==> config.mk <==
export PLATFORM = sky130hd
export DESIGN_NAME = llc_evict_fsm
export DESIGN_NICKNAME = d
export VERILOG_FILES = /design/src/llc_evict_pkg.sv /design/src/llc_evict_fsm.sv
export SDC_FILE = /design/constraint.sdc
export NUM_CORES = 1
export LEC_CHECK = 0
export BUFFER_PORTS_ARGS = -buffer_cell sky130_fd_sc_hd__clkbuf_2
export CAP_MARGIN = 40
export CORE_MARGIN = 1
export CORE_UTILIZATION = 42
export CTS_BUF_LIST = sky130_fd_sc_hd__clkbuf_4
export DETAILED_ROUTE_END_ITERATION = 8
export PLACE_DENSITY = 0.85
export SLEW_MARGIN = 40
export SYNTH_ARGS = -nofsm -noshare
export SYNTH_HDL_FRONTEND = slang
export SYNTH_SLANG_ARGS = --single-unit
==> constraint.sdc <==
create_clock -name clk_i -period 2.1 [get_ports clk_i]
set_input_delay 0.315 -clock clk_i [delete_from_list [all_inputs] [get_ports clk_i]]
set_output_delay 0.315 -clock clk_i [all_outputs]
set_load 0.02 [all_outputs]
==> src/llc_evict_pkg.sv <==
// ~~~~~~~~~~~~~~~~~~~~~~~~~~~~~~~~~~~~~~~~~~~~~~~~~~~~~~~~~~~
// shared widths, descriptor / way / fill / W beat structs and
// the state encoding of the llc write-back unit
// ~~~~~~~~~~~~~~~~~~~~~~~~~~~~~~~~~~~~~~~~~~~~~~~~~~~~~~~~~~~
`default_nettype none

package llc_evict_pkg;

  localparam int unsigned WAY_W  = 2;   // 4 ways
  localparam int unsigned IDX_W  = 4;   // 16 lines per way
  localparam int unsigned OFF_W  = 2;   // block offset inside a line
  localparam int unsigned BYTE_W = 2;   // byte offset inside a block
  localparam int unsigned ADDR_W = 16;
  localparam int unsigned DATA_W = 32;  // one word == one W beat
  localparam int unsigned STRB_W = DATA_W / 8;

  localparam int unsigned NUM_BLOCKS = 1 << OFF_W;
  localparam int unsigned NUM_LINES  = 1 << IDX_W;
  localparam int unsigned NUM_WAYS   = 1 << WAY_W;
  // line index sits right above byte and block offset
  localparam int unsigned IDX_LSB    = BYTE_W + OFF_W;

  // descriptor handed between cache units, 20 bits
  typedef struct packed {
    logic [WAY_W-1:0]  way_ind;
    logic [ADDR_W-1:0] addr;
    logic              evict;   // line must be written back
    logic              flush;   // descriptor dies in this unit
  } llc_desc_t;

  // read request towards the data way
  typedef struct packed {
    logic [WAY_W-1:0] way_ind;
    logic [IDX_W-1:0] line_idx;
    logic [OFF_W-1:0] blk_off;
  } llc_way_req_t;

  // preload write, no response
  typedef struct packed {
    logic [WAY_W-1:0]  way_ind;
    logic [IDX_W-1:0]  line_idx;
    logic [OFF_W-1:0]  blk_off;
    logic [DATA_W-1:0] data;
  } llc_fill_t;

  typedef struct packed {
    logic [DATA_W-1:0] data;
    logic [STRB_W-1:0] strb;  // always full lines
    logic              last;
  } llc_w_beat_t;

  // encoded as {busy, send}
  typedef enum logic [1:0] {
    IDLE  = 2'b00,  // waiting for a descriptor
    SEND  = 2'b01,  // pass descriptor on or drop a flush
    EVICT = 2'b10,  // read blocks, drain beats
    RESP  = 2'b11   // last beat gone, B still missing
  } evict_state_e;

endpackage

`default_nettype wire

==> src/llc_evict_fsm.sv <==
// ~~~~~~~~~~~~~~~~~~~~~~~~~~~~~~~~~~~~~~~~~~~~~~~~~~~~~~~~~~~
// write-back control: descriptor register, request sequencing,
// last flag, B wait and descriptor forwarding / flush drop
// ~~~~~~~~~~~~~~~~~~~~~~~~~~~~~~~~~~~~~~~~~~~~~~~~~~~~~~~~~~~
`default_nettype none

module llc_evict_fsm (
  input  logic                                  clk_i,
  input  logic                                  rst_i,
  // descriptor in
  input  llc_evict_pkg::llc_desc_t              desc_i,
  input  logic                                  desc_valid_i,
  output logic                                  desc_ready_o,
  // descriptor out
  output llc_evict_pkg::llc_desc_t              desc_o,
  output logic                                  desc_valid_o,
  input  logic                                  desc_ready_i,
  // data way requests
  output llc_evict_pkg::llc_way_req_t           way_req_o,
  output logic                                  way_req_valid_o,
  input  logic                                  way_req_ready_i,
  // counter interface
  input  logic                                  req_done_i,    // offset counter wrapped
  input  logic [llc_evict_pkg::OFF_W-1:0]       offset_i,
  input  logic [llc_evict_pkg::OFF_W-1:0]       beats_left_i,
  output logic                                  cnt_load_o,
  output logic                                  offset_en_o,
  output logic                                  beats_en_o,
  // W / B side
  input  logic                                  pop_i,         // beat left on W
  output logic                                  last_o,
  input  logic                                  b_valid_i,
  output logic                                  b_ready_o,
  output logic                                  flush_done_o
);
  import llc_evict_pkg::*;

  evict_state_e state_q, state_d;
  llc_desc_t    desc_q;     // descriptor in flight
  logic         desc_load;  // input handshake

  assign desc_o       = desc_q;
  assign last_o       = (beats_left_i == '0);
  assign offset_en_o  = way_req_valid_o & way_req_ready_i;
  assign beats_en_o   = pop_i & (state_q == EVICT);

  // line index does not change during the eviction
  assign way_req_o.way_ind  = desc_q.way_ind;
  assign way_req_o.line_idx = desc_q.addr[IDX_LSB +: IDX_W];
  assign way_req_o.blk_off  = offset_i;

  always_comb begin
    state_d         = state_q;
    desc_load       = 1'b0;
    cnt_load_o      = 1'b0;
    desc_ready_o    = 1'b0;
    desc_valid_o    = 1'b0;
    way_req_valid_o = 1'b0;
    b_ready_o       = 1'b0;
    flush_done_o    = 1'b0;

    unique case (state_q)
      IDLE: desc_ready_o = 1'b1;
      SEND: begin
        if (desc_q.flush) begin
          flush_done_o = 1'b1;       // flush ends here, never forwarded
          desc_ready_o = 1'b1;
          state_d      = IDLE;
        end else begin
          desc_valid_o = 1'b1;
          if (desc_ready_i) begin
            desc_ready_o = 1'b1;     // next one may load right away
            state_d      = IDLE;
          end
        end
      end
      EVICT: begin
        way_req_valid_o = ~req_done_i;  // until all blocks requested
        if (pop_i && last_o) begin
          b_ready_o = 1'b1;
          state_d   = b_valid_i ? SEND : RESP;
        end
      end
      RESP: begin
        b_ready_o = 1'b1;
        if (b_valid_i) state_d = SEND;
      end
      default: state_d = IDLE;
    endcase

    // shared load path for IDLE and the end of SEND
    if (desc_ready_o && desc_valid_i) begin
      desc_load  = 1'b1;
      cnt_load_o = desc_i.evict;
      state_d    = desc_i.evict ? EVICT : SEND;
    end
  end

  always_ff @(posedge clk_i) begin
    if (rst_i) state_q <= IDLE;
    else       state_q <= state_d;
  end

  always_ff @(posedge clk_i) begin
    if (desc_load) desc_q <= desc_i;
  end

endmodule

`default_nettype wire

* Word-level counts from Yosys, hierarchy flattened
Cells that the tools add are included.
Cells by class: bitwise operators 3, reductions and logical operators 6, mux-type cells 20, equal/unequal tests 6
Operators by type and width (number):
- 2-to-1 mux 2 bit | 7
- 2-to-1 mux 1 bit | 10
- case mux 2 bit (3 select lines) | 1
- equality test 2 bit (second input constant) | 2
- logical NOT 2 bit | 2
- inequality test 4 bit (second input constant) | 1
- case mux 1 bit (2 select lines) | 2
- AND reduction 4 bit | 1
- nonzero test 4 bit | 1
- inequality test 3 x 1 -> 1 bit (second input constant) | 1
- inequality test 3 bit (second input constant) | 1
- bitwise AND 1 bit | 2
- equality test 2 x 1 -> 1 bit (second input constant) | 1
- logical AND 1 bit | 2
- NOT 1 bit | 1
Word-level totals: word-level logic and storage cells 40, register bits 22

* Depth between registers and ports, before layout
depth after elaboration 6, gate-level depth with buffers 3, depth with buffers taken out 3

* Worst setup path after synthesis
OpenSTA, ideal clock, no wires.
path kind flip-flop to output port, from register state_q[1], to output port offset_en_o, buffers on the path 0, path slack 0.427 ns, cell stages (with the launch flop) 3, arrival time 1.358 ns, required time 1.785 ns, cell sequence dfxtp_1 > nor3b_1 > and2_1
Between the ends: longest elaborated chain between the ends 3
RTL lines:
- start, declared | RTL line llc_evict_fsm.sv:38 | evict_state_e state_q, state_d;
- start signal, assigned | RTL line llc_evict_fsm.sv:101 | else state_q <= state_d;
- equality test 2 bit | RTL line llc_evict_fsm.sv:62 | unique case (state_q)
- 2-to-1 mux 1 bit | RTL line llc_evict_fsm.sv:62
- net way_req_valid_o | RTL line llc_evict_fsm.sv:20 | output logic way_req_valid_o,
- bitwise AND 1 bit | RTL line llc_evict_fsm.sv:44 | assign offset_en_o = way_req_valid_o & way_req_ready_i;
- end, declared | RTL line llc_evict_fsm.sv:27 | output logic offset_en_o,
The timed path passes the listed nets, and every way through them passes these cells.

* Worst setup path in the final report
from register desc_q (netlist bit desc_o[0]), to output port cnt_load_o
Between the ends: longest elaborated chain between the ends 4
RTL lines:
- start, declared | RTL line llc_evict_fsm.sv:39 | llc_desc_t desc_q;
- start signal, assigned | RTL line llc_evict_fsm.sv:105 | if (desc_load) desc_q <= desc_i;
- 2-to-1 mux 1 bit | RTL line llc_evict_fsm.sv:65 | if (desc_q.flush) begin
- case mux 1 bit (2 select lines) | RTL line llc_evict_fsm.sv:62
- logical AND 1 bit | RTL line llc_evict_fsm.sv:92 | if (desc_ready_o && desc_valid_i) begin
- 2-to-1 mux 1 bit | RTL line llc_evict_fsm.sv:92
- end, declared | RTL line llc_evict_fsm.sv:26 | output logic cnt_load_o,
Every way passes these cells.

==> key figures <==
Global route
  • Total GRT Usage: 0.125
  • Largest net degree at the start of global routing: 21
  • Grt total ovfl: 0
  • First-pass GRT wire length: around 1.9 mm
  • Vias in the first global route: a little under 500
  • Initial antenna violation count: 0

Clock tree
  • CTS Sinks: 22
  • Worst skew pair latency: around 0.30 ns
  • Clock transition at path regs: around 0.12 ns
  • Gates resized, CTS repair: 0
  • Post-CTS setup buffers: 0
  • Clk buf depth: 2
  • CTS Buf Count: 3
  • H-tree depth: 1
  • Hold-fix buffers, CTS: 0
  • CTS root buf: clkbuf_4
  • CTS tree: done

Yosys
  • Number of synthesized flops with an enable pin: 20
  • Mapped cell area: between 800 and 900 µm²
  • Syn nets: 81
  • Most frequent cell after synthesis: edfxtp_1
  • Post-synth top cells: 20 x edfxtp_1, 8 x buf_4, 2 x and3b_2, 2 x dfxtp_1, 2 x nor3b_1
  • YS warnings: 0
  • Synth area leader: edfxtp_1
  • Top_reg_cell synth: edfxtp_1
  • Top cells by area, synth: edfxtp_1 70%, buf_4 7.0%, dfxtp_1 4.7%, and3b_2 2.3%, nor3b_1 1.7%
  • Synth Area per Inst: 17.6 µm²
  • Share of the synthesized area in the top cell type: 0.698
  • Seq cells post-synth: 22
  • Async set or reset register ratio after synthesis: 0
  • Sequential fraction of the synthesis area: 0.744
  • Distinct cells, synth: 20
  • Mapped Cells: between 40 and 50

Placement
  • IO Port Bufs: 64
  • Placer Congestion: 0.634
  • Dpl hpwl: between 1 and 1.5 mm

Worst setup path
  • Crit end category: output pin
  • Critical Path Fanout Max: 4
  • Critical path's top delay family: simple AND/OR/NAND/NOR gates
  • Crit-path max cell delay: about 0.44 ns
  • WP buf/inv: 1
  • Crit-path cells: or3b_1 > and3_4 > clkbuf_2
  • Req. time, crit path: ~1.8 ns
  • Cell count along the critical path: 3
  • Crit start category: register
  • Worst reg2reg path depth: 2
  • WS Path Type: reg2out
  • Slowest CP cell: edfxtp_1
  • Crit path DAT: around 1.5 ns

Worst hold path
  • Worst Hold Path Cells: 1
  • HP Class: in2reg

Floorplan
  • Die Span X: roughly 47 µm
  • # rows: 16
  • Initial core utilization: 0.443
  • Die H: roughly 47 µm
  • Num ports: just under 70
  • Core area: between 1500 and 2000 µm²
  • Die area: between 2000 and 2500 µm²

Routing
  • Residual DRC: 0
  • DR vias/cell: between 4 and 5
  • Pre-Repair DR Iteration Count: 4
  • Total Wirelength: ~1.5 mm
  • Vias: between 600 and 700
  • Iter 0 DRT Violations: 14
  • Detail Route Antenna Nets: 0
  • Wire per inst: approximately 11 µm

Pwr
  • Peak VDD IR: roughly 440 µV
  • P_leak: between 0.0005 and 0.0006 µW
  • PwrDens: roughly 820 nW/µm²

Timing
  • Unrepaired setup endpoints after global routing: no
  • Achievable Freq: between 500 and 600 MHz
  • Post-route setup TNS: 0 ns
  • Final Cycle Share: 0.879
  • Slew @ Worst Pin: approximately 0.44 ns
  • Final min period: 1.85 ns
  • Final Skew: approximately 0.011 ns
  • Max-slew violations: 0
  • Final setup vio count: 0
  • Relative slew slack: 0.708
  • Final Hold Viols: 0

Final layout
  • Final core occ: 0.622
  • Antenna diode count: 0
  • Share of cells above drive strength 1: 0.697
  • Layout area overhead: 40.3%
  • # nets final: between 100 and 150

Run status
  • Status: complete, no violations

Run
  • Max-cap violation count: 0
[report_power, final]
group          switching [µW]  internal [µW]  leakage [µW]  total (µW)
clock network             120            193     0.0000279         313
registers                14.0            513      0.000209         527
logic                    93.2           60.2      0.000338         153
[final cells by class]
type,instances,area [µm²]
Clock inverter,1,30.0
Tap cell,27,33.8
Multi-Input combinational cell,19,160
Sequential cell,22,641
Timing Repair Buffer,64,320
Clock buffer,3,22.5
Fill cell,153,734
[path summary, 6_finish.rpt]
path | slack, ns | from | to
setup reg to reg | 0.58 | desc_o[0] | desc_o[6]
setup / recovery | 0.25 | desc_o[0] | cnt_load_o
hold reg to reg | 0.65 | state_q[1] | state_q[0]
hold / removal | 0.18 | desc_i[19] | desc_o[19]
[metrics by stage]
stage          cell area (µm²)  cells  power (µW)  setup slack [ns]  hold WS [ns]
2_1_floorplan              861     49         637             0.427         0.380
3_3_place_gp              1150    132         689             0.634         0.493
3_5_place_dp              1150    132         692             0.579         0.494
4_1_cts                   1210    136        1000             0.236         0.165
5_1_grt                   1210    136        1030             0.171         0.155
6_report                  1210    136         993             0.254         0.177
[per-layer routing]
metal | vias to the layer above | share of wire | global-route usage | wire (µm)
met2 | 43 | 0.53 | 0.219 | 779
li1 | 294 | - | - | -
met1 | 272 | 0.39 | 0.125 | 577
met4 | 0 | 0 | 0.0800 | 0
met5 | - | 0 | 0 | 0
met3 | 0 | 0.080 | 0.0423 | 118
[placed cells by master, fill, tap and decap left out]
| cell | Yosys | layout |
|---|---|---|
| and2b_2 | 1 | 1 |
| and3_4 | 1 | 1 |
| bufinv_16 | 0 | 1 |
| nand2b_1 | 1 | 1 |
| a311oi_1 | 1 | 1 |
| a31oi_1 | 1 | 1 |
| o21ba_1 | 1 | 1 |
| edfxtp_1 | 20 | 20 |
| a21oi_1 | 1 | 1 |
| nor2b_1 | 1 | 1 |
| or3b_1 | 1 | 1 |
| and3b_2 | 2 | 2 |
| a211oi_2 | 1 | 1 |
| nor2_1 | 1 | 1 |
| and2_2 | 1 | 1 |
| and2_1 | 1 | 1 |
| nor3b_1 | 2 | 2 |
| dfxtp_1 | 2 | 2 |
| clkbuf_2 | 0 | 64 |
| nor2b_4 | 1 | 1 |
| clkbuf_4 | 0 | 3 |
| a21bo_2 | 1 | 1 |
[registers in the layout, summed over array words and instances (netlist names)]
name and count:
desc_o 20, state_q 2
[logic make-up (layout without fill, tap and decap cells)]
logic type	Yosys count	after routing	synth area share
compound gates	6	6	0.0610
flops	22	22	0.744
buf+inv	8	68	0.0698
simple gates	13	13	0.125
(Power assumes the default switching activity.)
