<file path="src/llc_beat_counter.sv">
// ~~~~~~~~~~~~~~~~~~~~~~~~~~~~~~~~~~~~~~~~~~~~~~~~~~~~~~~~~~~
// loadable up/down counter with sticky wrap flag
// ~~~~~~~~~~~~~~~~~~~~~~~~~~~~~~~~~~~~~~~~~~~~~~~~~~~~~~~~~~~
`default_nettype none

module llc_beat_counter #(
  parameter int unsigned WIDTH = 2
) (
  input  logic             clk_i,
  input  logic             rst_i,
  input  logic             load_i,      // load wins over count
  input  logic [WIDTH-1:0] load_val_i,
  input  logic             en_i,
  input  logic             down_i,      // 1: count towards zero
  output logic [WIDTH-1:0] q_o,
  output logic             wrap_o       // set when the count rolls over
);

  always_ff @(posedge clk_i) begin
    if (rst_i) begin
      q_o    <= '0;
      wrap_o <= 1'b0;
    end else if (load_i) begin
      q_o    <= load_val_i;
      wrap_o <= 1'b0;          // fresh run
    end else if (en_i) begin
      q_o <= down_i ? q_o - 1'b1 : q_o + 1'b1;
      // stays set until the next load
      if (down_i ? (q_o == '0) : (&q_o)) wrap_o <= 1'b1;
    end
  end

endmodule

`default_nettype wire

</file>
<file path="config.mk">
export PLATFORM = sky130hd
export DESIGN_NAME = llc_beat_counter
export DESIGN_NICKNAME = d
export VERILOG_FILES = /design/src/llc_beat_counter.sv
export SDC_FILE = /design/constraint.sdc
export NUM_CORES = 1
export LEC_CHECK = 0
export ABC_AREA = 1
export BUFFER_PORTS_ARGS = -buffer_cell sky130_fd_sc_hd__buf_4
export CAP_MARGIN = 20
export CORE_AREA = 5 5 42 44
export CTS_CLUSTER_SIZE = 16
export DETAILED_ROUTE_END_ITERATION = 10
export DIE_AREA = 0 0 47 49
export PLACE_DENSITY = 0.37
export RECOVER_POWER = 50
export SLEW_MARGIN = 20
export SYNTH_ARGS = -nofsm -noshare
export SYNTH_HDL_FRONTEND = slang
export SYNTH_SLANG_ARGS = --single-unit
</file>
<file path="constraint.sdc">
create_clock -name clk_i -period 2.7 [get_ports clk_i]
set_clock_uncertainty 0.15 [all_clocks]
set_input_delay 0.81 -clock clk_i [delete_from_list [all_inputs] [get_ports clk_i]]
set_output_delay 0.81 -clock clk_i [all_outputs]
set_load 0.005 [all_outputs]
</file>
### After elaboration in Yosys (flattened, before gate mapping)

Cells that the tools add are included.

| cells by class | value |
|---|---|
| multiplexer cells | 4 |
| add/sub/neg operators | 2 |
| order comparisons | 0 |
| reduce and logical (&&, ||, !) cells | 5 |
| equality and inequality tests | 0 |
| bitwise logic cells | 0 |
| shifts and indexed selects | 0 |
| $mul | 0 |
| divide/modulo/power cells | 0 |

Operators with widths:

| cell | count |
|---|---|
| 2-bit 2-to-1 mux | 3 |
| 2-bit AND reduction | 2 |
| 2-bit by 1-bit adder with 2-bit output, second input constant | 1 |
| 2-bit zero test | 1 |
| 2-bit nonzero test | 1 |
| 2-bit OR reduction | 1 |
| 2-bit by 1-bit subtractor with 2-bit output, second input constant | 1 |
| 1-bit 2-to-1 mux | 1 |

| word-level totals | value |
|---|---|
| bits in registers | 3 |
| memory bits (read-only) | 0 |
| bits in latches | 0 |
| output and inout port bits | 3 |
| bits of input ports | 7 |
| bits in writable memories | 0 |
| memories | 0 |

### Logic depth before layout (Yosys ltp)

Gate-level depths: netlist of the first run.

| logic depth | value |
|---|---|
| depth in word-level cells | 4 |
| mapped depth | 6 |
| depth with buffers taken out | 6 |

### Worst setup path before layout of the first run

OpenSTA, ideal clock, no wires.

| timing path | value |
|---|---|
| path type | in2reg |
| start point | input load_i |
| end point | register wrap_o |
| stages | 2 |
| path buffers | 0 |
| arrival time | 1.172 ns |
| slack | 1.308 ns |
| path through | or2_2 > a21oi_1 |

| on the way | value |
|---|---|
| cells in the longest elaborated chain, start to end | 1 |

RTL lines:

| item | RTL line | source |
|---|---|---|
| start, declared | 11 | `input logic load_i,` |
| 2-bit OR reduction (no line) | -- |  |
| end signal, assigned | 22 | `wrap_o <= 1'b0;` |
| end signal, assigned | 25 | `wrap_o <= 1'b0;` |
| end signal, assigned | 29 | `if (down_i ? (q_o == '0) : (&q_o)) wrap_o <= 1'b1;` |
| end, declared | 16 | `output logic wrap_o` |

Every way passes these cells.
A chain may end at the register's enable or synchronous reset.

### Final worst setup path of the first run

| timing path | value |
|---|---|
| start point | register q_o[1] |
| end point | output q_o[1] |

RTL lines:

| item | RTL line | source |
|---|---|---|
| start, declared | 15 | `output logic [WIDTH-1:0] q_o,` |
| start signal, assigned | 24 | `q_o <= load_val_i;` |
| start signal, assigned | 27 | `q_o <= down_i ? q_o - 1'b1 : q_o + 1'b1;` |

No word-level cell between the ends.

==> impl_metrics.yaml, run 1 <==
critical_path:
  critical_path.slowest_cell: "dfxtp_1"
  critPathKind: "flip-flop to output port"
  worst_path_largest_cell_delay_ns: 0.39
  rrSetupSlack_ns: 1.64
  crit_family: "flip-flops"
  r2r_start: "q_o[1]"
  critPathCaptureType: "output port"
  reg2reg_depth: 6
  start_kind: "flip-flop"
  path_buf_inv: 1
  path_max_fanout: 5
  arrival_ns: 0.77
  worstPathRequired_ns: 1.74
  crit_chain: "buf_4"
  crit_path_start: "q_o[1]"
  reg2reg_to: "q_o[1]"
final_layout:
  drive_above_1_share_pct: 35.0
  antennaDiodeCount: 0
  syn_to_final_growth_pct: 62.0
  fillers: 172
  post-route-util_pct: 20.5
  design_area_sq_um: 288
  nNetsFinal: 48
  layoutNonFillerInstCount: 56
detailed_routing:
  drc: 0
  dr.pass1.iters: 1
  wl_per_cell_um: 8.63
  vias: 217
  drt_iter0_drc: 0
  vias_per_cell: 3.88
  detail-route-antenna-nets: 0
  wirelength_um: 483
sta:
  fin_setup_tns_ns: 0
  rsz0062_at_grt: "no"
  report.final.slew_viol_count: 0
  slew_headroom_pct: 85.8
  fmax_ghz: 0.579
  layout_setup_ws_ns: 0.974
  period_needed_ns: 1.73
  hold_viol_final: 0
  finalCritPeriodShare_pct: 63.9
  tightest_slew_ns: 0.212
  setup_violations: 0
clock_network:
  clkSlewWorstSetupHoldPaths_ns: 0.03
  cts_setup_buffers: 0
  cts.hold.buffers_added: 0
  clockBufferDepth: 2
  cts_resized: 0
  cts.htree.levels: 1
  clk_latency_ns: 0.23
  cts_buffers: 3
  tritoncts: "done"
  clkSinkCount: 3
  root_buffer: "clkbuf_4"
power_and_ir_drop:
  leakagePower_nw: 0.138
  p_per_area_nw_per_um2: 540
  peakVddDrop_uv: 163
synthesis:
  synth_nets: 34
  synthCells: 27
  syn_area_sq_um: 178
  ys_seq_elements: 3
  synth.avg_cell_area_sq_um: 6.58
  netlist-cell-type-count: 11
  yosysSeqAreaShare_pct: 33.8
  synthFlopType: "dfxtp_1"
  synth_top_area_share_pct: 33.8
  synth-edff-count: 0
  synth_warnings: 0
  netlist_top_cells_count: "inv_1 (6), nand2_1 (6), a21oi_1 (4)"
  ys_top_cells_by_area: "dfxtp_1 (34%), inv_1 (13%), nand2_1 (13%)"
  yosysTopAreaCell: "dfxtp_1"
  synthArstFlopShare_pct: 0
hold_path:
  min_path_type: "flip-flop to flip-flop"
  hp-start: "wrap_o"
  min_to: "wrap_o"
  min_path_cells: 2
global_route:
  grt_pass1_vias: 217
  grt_pass1_wl_um: 800
  antenna_found_initial: 0
  grtUsageTotal_pct: 5.48
  grt-ovfl-total: 0
  grt_start_max_net_pins: 6
placement:
  place_area_sq_um: 265
  portBuffers: 9
  dp_hpwl_um: 403
  dp.cells: 52
  post-place-ws_ns: 1.14
  gp_congestion: 0.637
die:
  die_y_um: 49
  rows: 14
  core_sq_um: 1400
  dieArea_sq_um: 2300
  die_x_um: 47
  io_pins: 10
  initial_core_util_pct: 12.7
flow_run:
  cap_violations: 0
outcome:
  status: "finished, final reports clean"
-- sequential cells by signal (all words and copies together) (netlist names) --
register	cells
q_o	2
wrap_o	1
-- worst max-delay path by stage --
stage,end,cells after the start
global route,q_o[1],1
detailed placement,q_o[0],5
floorplan,wrap_o,2
global placement,q_o[0],5
CTS,q_o[1],1
finish,q_o[1],1
-- stage by stage --
step / hold WS (ns) / total power [mW]
2_1_floorplan: 0.291 / 0.0647
3_3_place_gp: 0.297 / 0.0809
3_5_place_dp: 0.287 / 0.0807
4_1_cts: 0.292 / 0.161
5_1_grt: 0.323 / 0.166
6_report: 0.289 / 0.155
-- final cells by class --
class	count	area (sq um)	area share, %
Clock buffer	4	26.3	9.13
Inverter	6	22.5	7.83
Multi-Input combinational cell	18	95.1	33.0
Sequential cell	3	60.1	20.9
Tap cell	16	20.0	6.96
Timing Repair Buffer	9	63.8	22.2
-- placed cells by master (no fill, tap or decap), drive strengths merged --
cell type / count
a21oi: 5
a22oi: 1
buf: 8
clkbuf: 5
dfxtp: 3
inv: 6
nand2: 6
nand3: 2
nor2: 2
o211ai: 1
or2: 1
-- kinds of logic (layout without fill, tap and decap cells) --
family | Yosys count | count (layout) | share of synthesized area (%)
simple gates | 11 | 11 | 28.9
compound gates | 7 | 7 | 24.7
buf+inv | 6 | 19 | 12.7
flops | 3 | 3 | 33.8
-- metal layers --
| layer | vias up | global-route usage, % | wire length [um] |
|---|---|---|---|
| met5 | - | 0 | 0 |
| met3 | 0 | 2.21 | 22 |
| li1 | 113 | - | - |
| met4 | 0 | 8.29 | 0 |
| met2 | 5 | 6.79 | 257 |
| met1 | 99 | 5.24 | 203 |
-- where the power goes --
part           leakage, nW  internal [mW]  switching, mW  total [mW]
Clock               0.0150         0.0552         0.0213      0.0766
Combinational       0.0984         0.0148         0.0131      0.0279
Sequential          0.0248         0.0477        0.00318      0.0508
-- worst register-to-register path: stages (launching register included) --
cell and delay, ns:
dfxtp_1 0.39, inv_1 0.06, nand2_1 0.09, nand2_1 0.06
nand2_1 0.07, nand3_2 0.07, a21oi_2 0.11
Note: power is estimated with default switching activity, not from simulation.
==> inputs of run 2 (changes only) <==
==> constraint.sdc (replaced) <==
create_clock -name clk_i -period 1.7 [get_ports clk_i]
set_clock_uncertainty 0.15 [all_clocks]
set_input_delay 0.51 -clock clk_i [delete_from_list [all_inputs] [get_ports clk_i]]
set_output_delay 0.51 -clock clk_i [all_outputs]
set_load 0.005 [all_outputs]
==> impl_metrics.yaml, run 2 (same netlist as run 1, synthesis figures left out) <==
detailed_routing:
  drc: 0
  wl_per_cell_um: 8.77
  vias_per_cell: 3.93
  wirelength_um: 491
  detail-route-antenna-nets: 0
  vias: 220
  drt_iter0_drc: 5
  dr.pass1.iters: 4
sta:
  hold_viol_final: 0
  fin_setup_tns_ns: 0
  setup_violations: 0
  finalCritPeriodShare_pct: 84.3
  period_needed_ns: 1.43
  tightest_slew_ns: 0.182
  slew_headroom_pct: 87.8
  rsz0062_at_grt: "no"
  fmax_ghz: 0.698
  report.final.slew_viol_count: 0
hold_path:
  min_path_type: "primary input to flip-flop"
  min_path_cells: 2
die:
  core_sq_um: 1400
  die_y_um: 49
  initial_core_util_pct: 12.7
  die_x_um: 47
  dieArea_sq_um: 2300
  io_pins: 10
  rows: 14
global_route:
  grt_start_max_net_pins: 6
  grt-ovfl-total: 0
  grt_pass1_wl_um: 883
  grtUsageTotal_pct: 5.98
  antenna_found_initial: 0
  grt_pass1_vias: 214
placement:
  dp_hpwl_um: 393
  portBuffers: 9
  place_area_sq_um: 265
  gp_congestion: 0.736
  dp.cells: 52
critical_path:
  worstPathRequired_ns: 1.04
  path_max_fanout: 5
  critical_path.slowest_cell: "dfxtp_1"
  cp_num_cells: 1
  critPathCaptureType: "output port"
  crit_family: "flip-flops"
  reg2reg_depth: 6
  arrival_ns: 0.77
  start_kind: "flip-flop"
  crit_chain: "buf_4"
  path_buf_inv: 1
  critPathKind: "flip-flop to output port"
  worst_path_largest_cell_delay_ns: 0.40
clock_network:
  clockBufferDepth: 2
  tritoncts: "done"
  cts_buffers: 3
  clkSlewWorstSetupHoldPaths_ns: 0.03
  clk_latency_ns: 0.23
  cts.hold.buffers_added: 0
  cts_setup_buffers: 0
  root_buffer: "clkbuf_4"
  clkSinkCount: 3
  cts_resized: 0
  cts.htree.levels: 1
final_layout:
  final_common_cell: "buf_4"
  fillers: 175
  regMostFlops: "q_o"
  layoutNonFillerInstCount: 56
  nNetsFinal: 48
  syn_to_final_growth_pct: 59.9
  largest_register_ffs: 2
  top_regs: "q_o x2, wrap_o x1"
  antennaDiodeCount: 0
  drive_above_1_share_pct: 32.5
  design_area_sq_um: 284
  final_cell_mix: "buf_4 (8), inv_1 (6), nand2_1 (6), a21oi_1 (5)"
power_and_ir_drop:
  leakagePower_nw: 0.138
  seqPwrFrac_pct: 32.9
  swShare_pct: 24.3
  peakVddDrop_uv: 326
  p_switching_mw: 0.0599
  p_per_area_nw_per_um2: 868
  combinationalPowerShare_pct: 17.4
  clockPowerShare_pct: 49.7
  intPower_mw: 0.187
flow_run:
  cap_violations: 0
outcome:
  status: "finished, final reports clean"
-- run 2: layout make-up --
type                    instances  area, sq um  share of cell area [%]
well taps                      16         20.0                    7.05
clock buffers                   4         26.3                    9.25
flip-flops and latches          3         60.1                    21.1
repair buffers                  9         63.8                    22.5
inverters                       6         22.5                    7.93
multi-input cells              18         91.3                    32.2
-- run 2: metrics by stage --
step / power [mW] / hold WS, ns / utilization [%] / worst slack [ns]
after floorplan: 0.103 / 0.291 / - / 0.608
final: 0.247 / 0.302 / 20.3 / 0.267
after global placement: 0.129 / 0.294 / 18.9 / 0.419
after detailed placement: 0.128 / 0.303 / 18.9 / 0.437
after CTS: 0.256 / 0.293 / 20.8 / 0.259
after global routing: 0.276 / 0.294 / 20.3 / 0.183
-- run 2: power groups by stage --
stage,combinational [mW],sequential (mW),clock (mW)
2_1_floorplan,0.0213,0.0814,0
3_3_place_gp,0.0462,0.0824,0
3_5_place_dp,0.0455,0.0822,0
4_1_cts,0.0462,0.0812,0.129
5_1_grt,0.0486,0.0822,0.146
6_report,0.0428,0.0812,0.123
-- run 2: per-layer routing --
layer	vias up	track usage, %	wire length (um)
met1	98	6.14	221
met4	0	5.53	14
met2	9	7.47	231
met3	2	4.43	24
met5	-	0	0
li1	111	-	-
-- run 2: worst paths after layout --
check                             from  endpoint  slack (ns)
worst max-delay path            q_o[1]    q_o[1]        0.27
worst min-delay path             rst_i    q_o[1]        0.30
worst max register to register  q_o[1]    q_o[1]        0.64
worst min register to register  wrap_o    wrap_o        0.31
==> inputs of run 3 (changes only) <==
--- a/config.mk
+++ b/config.mk
@@ -12,7 +12,7 @@
 export CTS_CLUSTER_SIZE = 16
 export DETAILED_ROUTE_END_ITERATION = 10
 export DIE_AREA = 0 0 47 49
-export PLACE_DENSITY = 0.37
+export PLACE_DENSITY = 0.38
 export RECOVER_POWER = 50
 export SLEW_MARGIN = 20
 export SYNTH_ARGS = -nofsm -noshare
==> constraint.sdc (replaced) <==
create_clock -name clk_i -period 1.3 [get_ports clk_i]
set_clock_uncertainty 0.15 [all_clocks]
set_input_delay 0.39 -clock clk_i [delete_from_list [all_inputs] [get_ports clk_i]]
set_output_delay 0.39 -clock clk_i [all_outputs]
set_load 0.005 [all_outputs]
==> impl_metrics.yaml, run 3 (same netlist as run 1, synthesis figures left out) <==
critical_path:
  worstPathRequired_ns: 0.76
  crit_path_end: "q_o[1]"
  path_max_fanout: 5
  critPathKind: "flip-flop to output port"
  arrival_ns: 0.71
  crit_family: "flip-flops"
  worst_path_largest_cell_delay_ns: 0.36
  reg2reg_depth: 6
  critical_path.slowest_cell: "dfxtp_2"
  crit_path_start: "q_o[1]"
  crit_chain: "buf_4"
  cp_num_cells: 1
  reg2reg_to: "q_o[1]"
  rrSetupSlack_ns: 0.30
  start_kind: "flip-flop"
  critPathCaptureType: "output port"
  r2r_start: "q_o[1]"
  path_buf_inv: 1
clock_network:
  cts_buffers: 3
  root_buffer: "clkbuf_4"
  clkSlewWorstSetupHoldPaths_ns: 0.04
  cts.htree.levels: 1
  tritoncts: "done"
  clkSinkCount: 3
  clockBufferDepth: 2
  clk_latency_ns: 0.23
die:
  die_x_um: 47
  initial_core_util_pct: 12.7
  rows: 14
  core_sq_um: 1400
  dieArea_sq_um: 2300
  die_y_um: 49
  io_pins: 10
power_and_ir_drop:
  p_per_area_nw_per_um2: 1120
  peakVddDrop_uv: 326
  leakagePower_nw: 0.139
sta:
  hold_viol_final: 0
  slew_headroom_pct: 87.2
  fin_setup_tns_ns: 0
  layout_setup_ws_ns: 0.0473
  rsz0062_at_grt: "no"
  finalCritPeriodShare_pct: 96.4
  report.final.slew_viol_count: 0
  fmax_ghz: 0.798
  setup_violations: 0
  tightest_slew_ns: 0.192
  period_needed_ns: 1.25
global_route:
  grtUsageTotal_pct: 4.93
  grt_pass1_wl_um: 800
  grt-ovfl-total: 0
  grt_pass1_vias: 206
  grt_start_max_net_pins: 6
  antenna_found_initial: 0
detailed_routing:
  wl_per_cell_um: 8.30
  dr.pass1.iters: 4
  detail-route-antenna-nets: 0
  wirelength_um: 465
  drt_iter0_drc: 3
  drc: 0
  vias: 216
  vias_per_cell: 3.86
final_layout:
  largest_register_ffs: 2
  multi_input_area_sq_um: 95.1
  antennaDiodeCount: 0
  nNetsFinal: 48
  regArea_sq_um: 62.6
  final_common_cell: "buf_4"
  top_regs: "q_o x2, wrap_o x1"
  fillers: 181
  final_cell_mix: "buf_4 (8), inv_1 (6), nand2_1 (6), a21oi_1 (4), clkbuf_4 (3)"
  syn_to_final_growth_pct: 63.4
  drive_above_1_share_pct: 40.0
  regMostFlops: "q_o"
outcome:
  status: "finished, final reports clean"
placement:
  post-place-ws_ns: 0.159
  portBuffers: 9
  gp_congestion: 0.701
  dp_hpwl_um: 388
flow_run:
  cap_violations: 0
hold_path:
  min_path_type: "primary input to flip-flop"
run 3: cell count changes in the layout (fill, tap and decap cells not counted):
| cell | before | now |
|---|---|---|
| a21oi_1 | 5 | 4 |
| a21oi_2 | 0 | 1 |
| dfxtp_1 | 3 | 1 |
| dfxtp_2 | 0 | 2 |
run 3: timing repair:
item                       in CTS  in global routing
pin swaps                       0                  0
setup endpoints to repair       1                  1
resized for setup               1                  1
buffers inserted                0                  0
hold buffers                    0                  0
run 3: report_power, final:
| part | internal [mW] | total [mW] | switching (mW) |
|---|---|---|---|
| combinational | 0.0310 | 0.0575 | 0.0265 |
| clock | 0.115 | 0.161 | 0.0461 |
| sequential | 0.100 | 0.107 | 0.00693 |
| total | 0.246 | 0.325 | 0.0795 |
run 3: worst reg2reg max path, stage by stage (launching register included):
cell and delay (ns):
dfxtp_2 0.36, inv_1 0.05, nand2_1 0.08, nand2_1 0.05
nand2_1 0.07, nand3_2 0.07, a21oi_2 0.11
run 3: layout make-up:
| cell class | instances | area share, % |
|---|---|---|
| multi-input combinational | 18 | 32.8 |
| inverter | 6 | 7.76 |
| tap | 16 | 6.90 |
| sequential | 3 | 21.6 |
| clock buffer | 4 | 9.05 |
| timing repair buffer | 9 | 22.0 |
run 3: routing by layer:
layer	track usage [%]	share of wire [%]
met4	5.53	0
met2	6.56	50
met1	5.71	48
met5	0	0
met3	1.11	1.5
run 3: worst min-delay path by stage:
stage                 from  depth (start not counted)  endpoint  slack, ns
floorplan           wrap_o                          2    wrap_o       0.29
global placement    wrap_o                          2    wrap_o       0.30
detailed placement  wrap_o                          2    wrap_o       0.30
CTS                  rst_i                          2    q_o[1]       0.17
global route         rst_i                          2    q_o[1]       0.17
finish               rst_i                          2    q_o[1]       0.17
run 3: per-stage QoR:
step	hold WS [ns]	std cells	power, mW	utilization [%]	area, sq um
after floorplan	0.291	27	0.134	-	178
after global placement	0.299	52	0.168	18.9	265
after detailed placement	0.299	52	0.167	18.9	265
after CTS	0.168	56	0.335	20.9	293
after global routing	0.171	56	0.353	20.7	290
final	0.173	56	0.325	20.7	290
