**config.mk**
```make
export PLATFORM = sky130hd
export DESIGN_NAME = llc_beat_fifo
export DESIGN_NICKNAME = d
export VERILOG_FILES = /design/src/llc_beat_fifo.sv
export SDC_FILE = /design/constraint.sdc
export NUM_CORES = 1
export LEC_CHECK = 0
export BUFFER_PORTS_ARGS = -buffer_cell sky130_fd_sc_hd__buf_4
export CAP_MARGIN = 20
export CORE_UTILIZATION = 57
export CTS_CLUSTER_SIZE = 30
export DETAILED_ROUTE_END_ITERATION = 8
export PLACE_DENSITY = 0.82
export SKIP_CTS_REPAIR_TIMING = 1
export SYNTH_ARGS = -nofsm -noshare
export SYNTH_HDL_FRONTEND = slang
export SYNTH_SLANG_ARGS = --single-unit
```
**constraint.sdc**
```tcl
create_clock -name clk_i -period 2.9 [get_ports clk_i]
set_clock_uncertainty 0.1 [all_clocks]
set_input_delay 0.58 -clock clk_i [delete_from_list [all_inputs] [get_ports clk_i]]
set_output_delay 0.58 -clock clk_i [all_outputs]
set_load 0.03 [all_outputs]
```
**src/llc_beat_fifo.sv**
```systemverilog
// ~~~~~~~~~~~~~~~~~~~~~~~~~~~~~~~~~~~~~~~~~~~~~~~~~~~~~~~~~~~
// fall-through circular FIFO for W beat data
// ~~~~~~~~~~~~~~~~~~~~~~~~~~~~~~~~~~~~~~~~~~~~~~~~~~~~~~~~~~~
`default_nettype none

module llc_beat_fifo #(
  parameter int unsigned WIDTH = 32,
  parameter int unsigned DEPTH = 4
) (
  input  logic             clk_i,
  input  logic             rst_i,
  input  logic             push_i,
  input  logic [WIDTH-1:0] data_i,
  input  logic             pop_i,
  output logic [WIDTH-1:0] data_o,
  output logic             empty_o,  // also low while a word falls through
  output logic             full_o
);
  localparam int unsigned PTR_W = (DEPTH > 1) ? $clog2(DEPTH) : 1;
  localparam int unsigned CNT_W = $clog2(DEPTH + 1);

  logic [WIDTH-1:0] mem_q [DEPTH];  // payload, no reset
  logic [PTR_W-1:0] wr_ptr_q, rd_ptr_q;
  logic [CNT_W-1:0] cnt_q;
  logic             stored_empty;   // nothing held in the array
  logic             wr_adv, rd_adv;

  assign stored_empty = (cnt_q == '0);
  assign empty_o      = stored_empty & ~push_i;
  assign full_o       = (cnt_q == CNT_W'(DEPTH));
  // head of queue, or the incoming word when the array is empty
  assign data_o       = stored_empty ? data_i : mem_q[rd_ptr_q];

  // push and pop on an empty array pass through, array untouched
  assign wr_adv = push_i & ~full_o & ~(stored_empty & pop_i);
  assign rd_adv = pop_i & ~stored_empty;

  always_ff @(posedge clk_i) begin
    if (wr_adv) mem_q[wr_ptr_q] <= data_i;
  end

  always_ff @(posedge clk_i) begin
    if (rst_i) begin
      wr_ptr_q <= '0;
      rd_ptr_q <= '0;
      cnt_q    <= '0;
    end else begin
      if (wr_adv) begin
        wr_ptr_q <= (wr_ptr_q == PTR_W'(DEPTH - 1)) ? '0 : wr_ptr_q + 1'b1;
      end
      if (rd_adv) begin
        rd_ptr_q <= (rd_ptr_q == PTR_W'(DEPTH - 1)) ? '0 : rd_ptr_q + 1'b1;
      end
      cnt_q <= cnt_q + CNT_W'(wr_adv) - CNT_W'(rd_adv);  // net fill change
    end
  end

endmodule

`default_nettype wire

```
# After elaboration in Yosys (flattened, before gate mapping)
# Memories as Yosys holds them, arrays and structs flattened. A register that Yosys moved wholly into a read port is not among the register bits.
# Cells that the tools add are included.
# totals
ff_bits	7
mem_bits_rw	128
word_cells	28
out_inout_bits	34
n_memories	1
# memory_table
name	depth	word_bits	read_ports	rd_clocked_by_memory_dff	write_ports	line	rtl
mem_q	4	32	1	1	1	22	logic [WIDTH-1:0] mem_q [DEPTH];
# classes
reduce_logical	1
muxes	7
bitwise_logic	9
n_eq_ne	3
add_sub_neg	4
# op_table
op	count
$mux W32	1
$mux W2	4
$and A1 B1 Y1	5
$add A2 B1 Y2 const B	2
$eq A2 B2 Y1 const B	2
$not A1 Y1	4
$add A3 B1 Y3	1
$eq A3 B3 Y1 const B	1
$logic_not A3 Y1	1
$sub A3 B1 Y3	1
$mux W1	2

# Logic depth before layout (Yosys ltp)
# Gate-level depths: netlist of run 1.
# logic_depth
ltp_word	6
depth_mapped	10

# Worst setup path after synthesis of run 1
# Ideal clock, no wire load.
# synth_path
kind	input-to-reg
startpoint	in pop_i
endpoint	reg cnt_q[2]
slack_ns	0.579
t_required_ns	2.685
cell_stages	10
arrival_ns	2.106
cell_sequence	nor2_1 o31a_1 inv_1 ha_1 inv_1 ha_1 fa_1 xnor2_1 xnor2_1 nor2_1
# synth_via
elab_chain_len	5
word_cells_on_any_way	6
cone_classes	add/sub: 2; bitwise: 4
# synth_rtl
item	line	rtl
from (decl)	14	input logic pop_i,
$and A1 B1 Y1	35	assign wr_adv = push_i & ~full_o & ~(stored_empty & pop_i);
$not A1 Y1	35	
$and A1 B1 Y1	35	
$add A3 B1 Y3	54	cnt_q <= cnt_q + CNT_W'(wr_adv) - CNT_W'(rd_adv);
$sub A3 B1 Y3 *	54	
to (signal assigned)	54	
to (decl)	24	logic [CNT_W-1:0] cnt_q;
# Every way passes the cells marked *; elsewhere a longest branch is shown, timed or not.
# A chain may end at the register's enable or synchronous reset.

==> results.cfg, run 1 <==
[critical_path]
r2r_slack_ns = 0.55
timing.rr.end = cnt_q[2]$_SDFF_PP0_
cpPeakStageDelay_ns = 0.57
endpoint_kind = output port
path_buf_inv = 2
start_kind = register
r2r_cells = 10
cp.required_ns = 2.22
reg2reg_from = cnt_q[1]$_SDFF_PP0_
critical_path_class = reg -> out
crit_chain = buf_6 -> mux4_1 -> mux2_2 -> buf_4
path_delay_family = multiplexers
crit_path_max_fanout = 12
arrival_ns = 2.15
cp_slowest_cell = mux4_1

[cells_and_area]
antenna_cells = 0
layout.cells.non_filler = 481
fin_nets = 383
area.growth.synth_to_final_pct = 24.57
final_common_cell = edfxtp_1
finalInstanceArea_mm2 = 0.006820
mostFrequentLayoutCells = edfxtp_1, buf_4, mux2_2
drive_gt1_share_pct = 50.28

[synth]
synth.area.top_cells = edfxtp_1, mux4_2, mux2_2, dfxtp_1, ha_1
syn_inst = 252
synth_fa_ha_area_share_pct = 1.965
yosys_warnings = 0
ys_seq_area_share_pct = 73.49
synth_top_area_cell = edfxtp_1
synth_nets = 296
synth_mux_area_share_pct = 20.06
ys_types = 24
synth_compound_area_share_pct = 0.4342
synth_xor_area_share_pct = 0.3199
syn_area_mm2 = 0.005475
netlist.area_leader.share_pct = 70.20
synth_seq_cells = 137
synth_top_family_by_area = multiplexers
avgSynthCellArea_um2 = 21.73
synth-simple-area-share_pct = 1.942

[hold_path]
holdPathEnd = mem_q[0][21]$_DFFE_PP_
hold_class = in -> reg
worstHoldStart = data_i[21]
hold_depth = 1

[place]
place_area_mm2 = 0.006226
place_congestion = 0.6722
portBuffers = 69
dp.cells = 449
hpwlAfterDp_um = 5812

[die]
io_pins = 70
die_area_mm2 = 0.01000
num_rows = 35
core_area_mm2 = 0.009284
die_x_um = 100.0
start_util_pct = 58.98
die_h_um = 100.0

[global_routing]
grt_pass1_vias = 2876
grt_max_degree = 33
grt_overflow_total = 0
grt_pass1_wl_um = 15870
grt.total_usage_pct = 22.94
antenna_found_initial = 0

[clock_tree]
clockRootBuffer = clkbuf_8
insertion_delay_ns = 0.52
clock-sinks = 137
htreeDepth = 4
cts_buffer_depth = 2
cts_tree = built
clk_pin_slew_ns = 0.06
cts_made_buffers = 17

[timing]
setup_tns_ns = 0
worst_slew_pin_slew_ns = 0.4698
whs_ns = 0.1643
slew_headroom_pct = 68.68
layout_min_cycle_time_ns = 2.830
rsz0062_at_grt = yes
hold_viol = 0
fmax_mhz = 353.3
timing.final.crit_share_pct = 97.60
drv_slew = 0
setup_viol = 0

[pwr]
p_leak_nw = 2.372
powerDensity_mw_per_mm2 = 1036
vdd_drop_max_uv = 660.3

[routing]
drtIter0Drc = 164
drc = 0
drtPass1Iterations = 4
routed_wl_um = 10180
ant_nets = 0
vias_per_cell = 5.663
wl_per_cell_um = 21.17
vias = 2724

[run]
maxCapViolCount = 0

[status]
status = finished clean
-- kinds of logic after synthesis --
family / count (synthesis)
AO/OA/AOI/OAI: 4
XOR/XNOR: 2
adder cells (fa/ha/maj): 8
buffers and inverters: 17
flip-flops: 137
multiplexers: 65
AND/OR/NAND/NOR: 19
-- state kept, by name (all words and copies together), names as in the netlist, named ones only --
name and cells:
mem_q 128, cnt_q 3, rd_ptr_q 2, wr_ptr_q 2
-- layer usage --
layer	track usage [%]	share of wire (%)	wire (um)
met5	0	0	0
met4	11.26	2.4	244
met3	6.964	6.5	664
met2	35.23	51	5164
met1	30.34	40	4108
-- cell type report --
cell class	instances	area [um2]
flip-flops and latches	137	4025
fillers	559	2464
multi-input cells	98	1365
repair buffers	78	659.4
clock buffers	18	417.9
clock inverters	14	165.2
well taps	129	161.4
inverters	7	26.28
-- through the flow --
step	util, %	setup WS (ns)	power, mW
after global placement	67.06	0.4000	4.947
final	73.46	0.06956	7.067
after CTS	73.34	-0.01628	7.113
after floorplan	-	0.5794	4.212
after detailed placement	67.06	0.3229	4.989
after global routing	73.46	-0.001364	7.346
-- synth_stat cells --
cell type	count
or3_1	2
dfxtp_1	9
nor4_1	1
buf_6	4
nor2_1	3
xnor2_1	2
nor2b_1	2
nor3_2	1
fa_1	1
nand2_1	4
ha_1	7
buf_2	3
nor3b_1	1
edfxtp_1	128
and2_1	4
nand2b_1	1
inv_1	7
mux4_1	2
mux2i_1	1
buf_1	3
o31a_1	1
mux2_2	32
mux4_2	30
a21oi_1	3
-- worst max-delay path by stage --
stage / startpoint / cells past startpoint / slack (ns) / endpoint
detailed placement: pop_i / 11 / 0.32 / cnt_q[2]$_SDFF_PP0_
global route: register / 4 / -0.001 / data_o[31]
floorplan: pop_i / 10 / 0.58 / cnt_q[2]$_SDFF_PP0_
finish: register / 4 / 0.07 / data_o[31]
CTS: register / 4 / -0.02 / data_o[31]
global placement: pop_i / 11 / 0.40 / cnt_q[2]$_SDFF_PP0_
-- power breakdown --
group | internal, mW | leakage, nW | switching [mW]
clock network | 1.25 | 0.285 | 0.846
logic | 1.13 | 0.847 | 1.37
registers | 2.38 | 1.24 | 0.0953
Power figures use the tool's default switching activity.
==> inputs of run 2 (changes only) <==
- CORE_UTILIZATION: 57 -> 52
- PLACE_DENSITY: 0.82 -> 0.79
- clock period: 2.9 -> 2.6 ns (I/O delays scaled with it)
==> run 2 against run 1 <==
The flow now finishes with violations (design-rule violations, negative setup slack). Cell count grew 2.7%. Sequential share of layout area decreased by 1.6 points. First-iteration DRC count is 13% lower. Via count grew 0.18%. Worst setup slack worse by 0.19 ns. Register-to-register slack worse by 0.31 ns. Die area increased by 9.4%. Flip-flop and latch count stayed put. Wire length up 0.64%. Combinational power up 25%. Largest power group unchanged.
==> results.cfg, run 2 (synthesized netlist as in run 1, its figures left out) <==
[place]
place_congestion = 0.6733
dp.cells = 460
place_area_mm2 = 0.006228
portBuffers = 69
hpwlAfterDp_um = 5725

[pwr]
switchingPower_mw = 2.505
p_leak_nw = 2.472
seq_power_share_pct = 34.1
p_comb_share_pct = 38.4
clockPowerShare_pct = 27.5
internal-power_mw = 5.659
powerDensity_mw_per_mm2 = 1164
vdd_drop_max_uv = 1180
swShare_pct = 30.68

[critical_path]
start_kind = register
cp.required_ns = 1.98
critical_path_class = reg -> out
arrival_ns = 2.10
crit_path_max_fanout = 8
endpoint_kind = output port

[timing]
fmax_mhz = 367.4
whs_ns = 0.1155
timing.final.crit_share_pct = 104.7
drv_slew = 0
layout_min_cycle_time_ns = 2.722
worst_slew_pin_slew_ns = 0.3138
rsz0062_at_grt = yes
slew_headroom_pct = 79.08
setup_ws_ns = -0.1222
setup_viol = 32
hold_viol = 0

[hold_path]
hold_class = in -> reg

[cells_and_area]
layout.cells.non_filler = 494
fin_nets = 390
antenna_cells = 0
finalInstanceArea_mm2 = 0.007012
regMostFlops = mem_q
final_common_cell = edfxtp_1
drive_gt1_share_pct = 50.56
mostFrequentLayoutCells = edfxtp_1, buf_4, buf_6
largest_register_ffs = 128
area.growth.synth_to_final_pct = 28.06
top_regs = mem_q (128), cnt_q (3)

[die]
start_util_pct = 53.27
io_pins = 70
die_h_um = 104.6
die_area_mm2 = 0.01094
num_rows = 37
die_x_um = 104.6
core_area_mm2 = 0.01028

[global_routing]
grt_pass1_wl_um = 15470
grt_pass1_vias = 2843
antenna_found_initial = 0
grt.total_usage_pct = 19.52
grt_overflow_total = 0
grt_max_degree = 33

[routing]
drtPass1Iterations = 7
routed_wl_um = 10250
vias = 2729
drc = 2
vias_per_cell = 5.524
wl_per_cell_um = 20.74
drtIter0Drc = 143
ant_nets = 0

[clock_tree]
clockRootBuffer = clkbuf_8
cts_made_buffers = 17
insertion_delay_ns = 0.50
cts_tree = built
clock-sinks = 137
cts_buffer_depth = 2
clk_pin_slew_ns = 0.06
htreeDepth = 4

[run]
maxCapViolCount = 0

[status]
violations = design-rule violations, negative setup slack
status = finished, violations left
run 2: cell count changes in the layout (fill, tap and decap cells not counted), moves of 4 or more:
cell / previous run / this run
mux2_4: 0 / 7
buf_4: 70 / 46
mux2_2: 32 / 25
inv_6: 4 / 0
buf_6: 3 / 33
run 2: final timing paths:
| check | from | to | slack (ns) | depth (start not counted) |
|---|---|---|---|---|
| min | data_i[23] | mem_q[1][23]$_DFFE_PP_ | 0.12 | 1 |
| max reg2reg | cnt_q[1]$_SDFF_PP0_ | cnt_q[2]$_SDFF_PP0_ | 0.24 | 10 |
| max | register | data_o[12] | -0.12 | 4 |
| min reg2reg | rd_ptr_q[0]$_SDFFE_PP0N_ | register | 0.39 | 2 |
run 2: layout make-up:
cell class	count	area, um2
Inverter	7	26.28
Sequential cell	137	4029
Clock inverter	11	130.1
Clock buffer	20	425.4
Fill cell	655	3266
Tap cell	136	170.2
Multi-Input combinational cell	98	1384
Timing Repair Buffer	85	847.1
run 2: layer usage:
layer / share of wire, % / up-vias / routed length (um) / GRT usage, %
met5: 0 / - / 0 / 0
met2: 53 / 88 / 5467 / 31.50
met1: 41 / 1409 / 4252 / 25.37
met4: 1.1 / 0 / 110 / 7.948
met3: 4.1 / 12 / 415 / 5.240
li1: - / 1220 / - / -
run 2: metrics by stage:
step	total power, mW	setup WS [ns]	util (%)	TNS (ns)
after floorplan	4.698	0.3215	-	0
after global placement	5.525	0.1392	60.60	0
after detailed placement	5.562	0.06296	60.60	0
after CTS	7.831	-0.1960	66.01	-5.658
after global routing	8.488	-0.1697	68.23	-4.267
final	8.164	-0.1222	68.23	-2.326
run 2: worst max-delay path, stage by stage, from the launching register on:
cell	delay (ns)
dfxtp_4	0.44
clkbuf_16	0.20
mux4_2	0.52
mux2_2	0.29
buf_6	0.14
run 2: power by group through the flow:
stage | Clock, mW | Combinational [mW] | Sequential [mW]
final | 2.25 | 3.13 | 2.78
after global routing | 2.38 | 3.31 | 2.80
after CTS | 2.29 | 2.77 | 2.77
after detailed placement | 0 | 2.76 | 2.80
after global placement | 0 | 2.74 | 2.79
after floorplan | 0 | 1.93 | 2.76
==> inputs of run 3 (changes only) <==
- ABC_AREA: not set -> 1
- PLACE_DENSITY: 0.79 -> 0.75
==> run 3 against run 2 <==
The flow now finishes without violations. Sequential share of layout area is 1.4 points lower. Utilization grew 0.48 points. Wire length grew 13%. Via count up 46%. Flip-flop and latch count did not move. Hold slack worse by 0.018 ns. Global-route usage up 2.2 points. Non-clock buffer count up 5. Clock-buffer cell count down 2. Die area up 3.9%. Register-to-register slack improved by 0.19 ns. Worst setup slack gained 0.21 ns. Critical endpoint is now data_o[29]. Largest cell class unchanged.
==> results.cfg, run 3 <==
[die]
start_util_pct = 54.44
die_h_um = 106.7
num_rows = 37
core_area_mm2 = 0.01046
die_area_mm2 = 0.01138
die_x_um = 106.7
io_pins = 70

[status]
status = finished clean

[synth]
yosysMostFrequentCell = edfxtp_1
netlist.area_leader.share_pct = 67.49
synth-edff-count = 128
syn_area_mm2 = 0.005695
synth_seq_cells = 137
yosys_most_used_dff = edfxtp_1
synth.area.top_cells = edfxtp_1, nor2_1, nand2_1, o21ai_1, o21ai_0
ys_seq_area_share_pct = 70.65
async_flop_share_pct = 0
avgSynthCellArea_um2 = 11.17
syn_inst = 510
yosys_warnings = 0
ys_types = 22
synth_top_area_cell = edfxtp_1
synth_commonest_cells = edfxtp_1, nor2_1, nand2_1, o21ai_1, o21ai_0
synth_nets = 554

[global_routing]
grt_max_degree = 37
grt_pass1_wl_um = 18520
antenna_found_initial = 0
grt_pass1_vias = 3831
grt.total_usage_pct = 21.73
grt_overflow_total = 0

[routing]
vias = 3979
vias_per_cell = 5.355
ant_nets = 0
drtPass1Iterations = 5
wl_per_cell_um = 15.65
routed_wl_um = 11630
drtIter0Drc = 340
drc = 0

[timing]
hold_viol = 0
drv_slew = 0
whs_ns = 0.09776
worst_slew_pin_slew_ns = 0.3476
slew_headroom_pct = 76.83
setup_viol = 0
layout_min_cycle_time_ns = 2.515
timing.final.crit_share_pct = 96.74
fmax_mhz = 397.6

[critical_path]
r2r_cells = 10
endpoint_kind = output port
critical_path_class = reg -> out
cp.required_ns = 1.98
start_kind = register
crit_path_max_fanout = 18
arrival_ns = 1.90

[cells_and_area]
final_common_cell = edfxtp_1
regMostFlops = mem_q
antenna_cells = 0
top_regs = mem_q (128), cnt_q (3)
largest_register_ffs = 128
fin_nets = 638
drive_gt1_share_pct = 21.25
area.growth.synth_to_final_pct = 26.21
mostFrequentLayoutCells = edfxtp_1, nor2_1, nand2_1

[hold_path]
hold_class = in -> reg
hold_depth = 2

[place]
place_congestion = 0.7273
hpwlAfterDp_um = 6961
portBuffers = 69

[pwr]
p_leak_nw = 2.838
vdd_drop_max_uv = 762.5
finalPower_mw = 9.441
powerDensity_mw_per_mm2 = 1313

[run]
maxCapViolCount = 0

[clock_tree]
cts_buffer_depth = 2
clock-sinks = 137
clockRootBuffer = clkbuf_8
htreeDepth = 4
insertion_delay_ns = 0.51
cts_made_buffers = 17
clk_pin_slew_ns = 0.06
cts_tree = built
==> run 3: changes by cell type in the layout (fill, tap and decap cells not counted), moves of 4 or more <==
cell | previous run | this run
nor2_1 | 3 | 109
nand2_1 | 4 | 104
o21ai_1 | 0 | 54
o21ai_0 | 0 | 44
buf_4 | 46 | 81
mux4_2 | 32 | 0
buf_6 | 33 | 2
mux2_2 | 25 | 0
inv_1 | 7 | 15
mux2_4 | 7 | 0
and2_2 | 4 | 0
buf_12 | 2 | 6
bufinv_16 | 3 | 7
nor2_4 | 0 | 4
==> run 3: through the flow <==
step	instance area [um2]	worst slack (ns)	TNS (ns)	utilization, %	instances
2_1_floorplan	5695	-0.04754	-6.085	-	510
3_3_place_gp	6435	0.4958	0	61.50	709
3_5_place_dp	6435	0.3629	0	61.50	709
4_1_cts	7103	-0.1128	-1.162	67.89	741
5_1_grt	7188	-0.02048	-0.02048	68.70	743
6_report	7188	0.08468	0	68.70	743
==> run 3: cell families after synthesis <==
family                   after synthesis  share of synthesized area, %
AO/OA/AOI/OAI                         99                         8.699
flip-flops                           137                         70.65
adder cells (fa/ha/maj)                8                         1.889
buffers and inverters                 43                         3.778
AND/OR/NAND/NOR                      223                         14.98
==> run 3: area by class of cell <==
type / count / area (um2)
Tap cell: 136 / 170.2
Clock inverter: 14 / 250.2
Multi-Input combinational cell: 330 / 1486
Sequential cell: 137 / 4028
Timing Repair Buffer: 90 / 765.7
Fill cell: 756 / 3274
Inverter: 18 / 70.07
Clock buffer: 18 / 417.9
==> run 3: layer usage <==
metal | wire length (um) | track usage (%) | up-vias
met5 | 0 | 0 | -
met4 | 250 | 8.708 | 0
met3 | 809 | 4.863 | 23
met2 | 5897 | 37.79 | 161
met1 | 4668 | 26.25 | 1882
li1 | - | - | 1913
==> run 3: final timing paths <==
kind                                  from                  endpoint  slack [ns]
setup / recovery       cnt_q[0]$_SDFF_PP0_                data_o[29]        0.08
hold / removal                       rst_i       cnt_q[1]$_SDFF_PP0_         0.1
setup reg to reg       cnt_q[0]$_SDFF_PP0_       cnt_q[2]$_SDFF_PP0_        0.43
hold reg to reg   rd_ptr_q[1]$_SDFFE_PP0N_  rd_ptr_q[1]$_SDFFE_PP0N_        0.42
==> run 3: worst max-delay path, stage by stage, from the launching register on <==
cell and delay (ns):
dfxtp_1 0.32, nor2_2 0.15, nand2_2 0.10, buf_6 0.18, inv_2 0.12, buf_12 0.16, nand2_1 0.07, nand2_1 0.10
buf_4 0.17
==> run 3: report_power, final <==
group	internal (mW)	switching [mW]
registers	2.74	0.103
clock network	1.84	0.843
logic	1.36	2.56
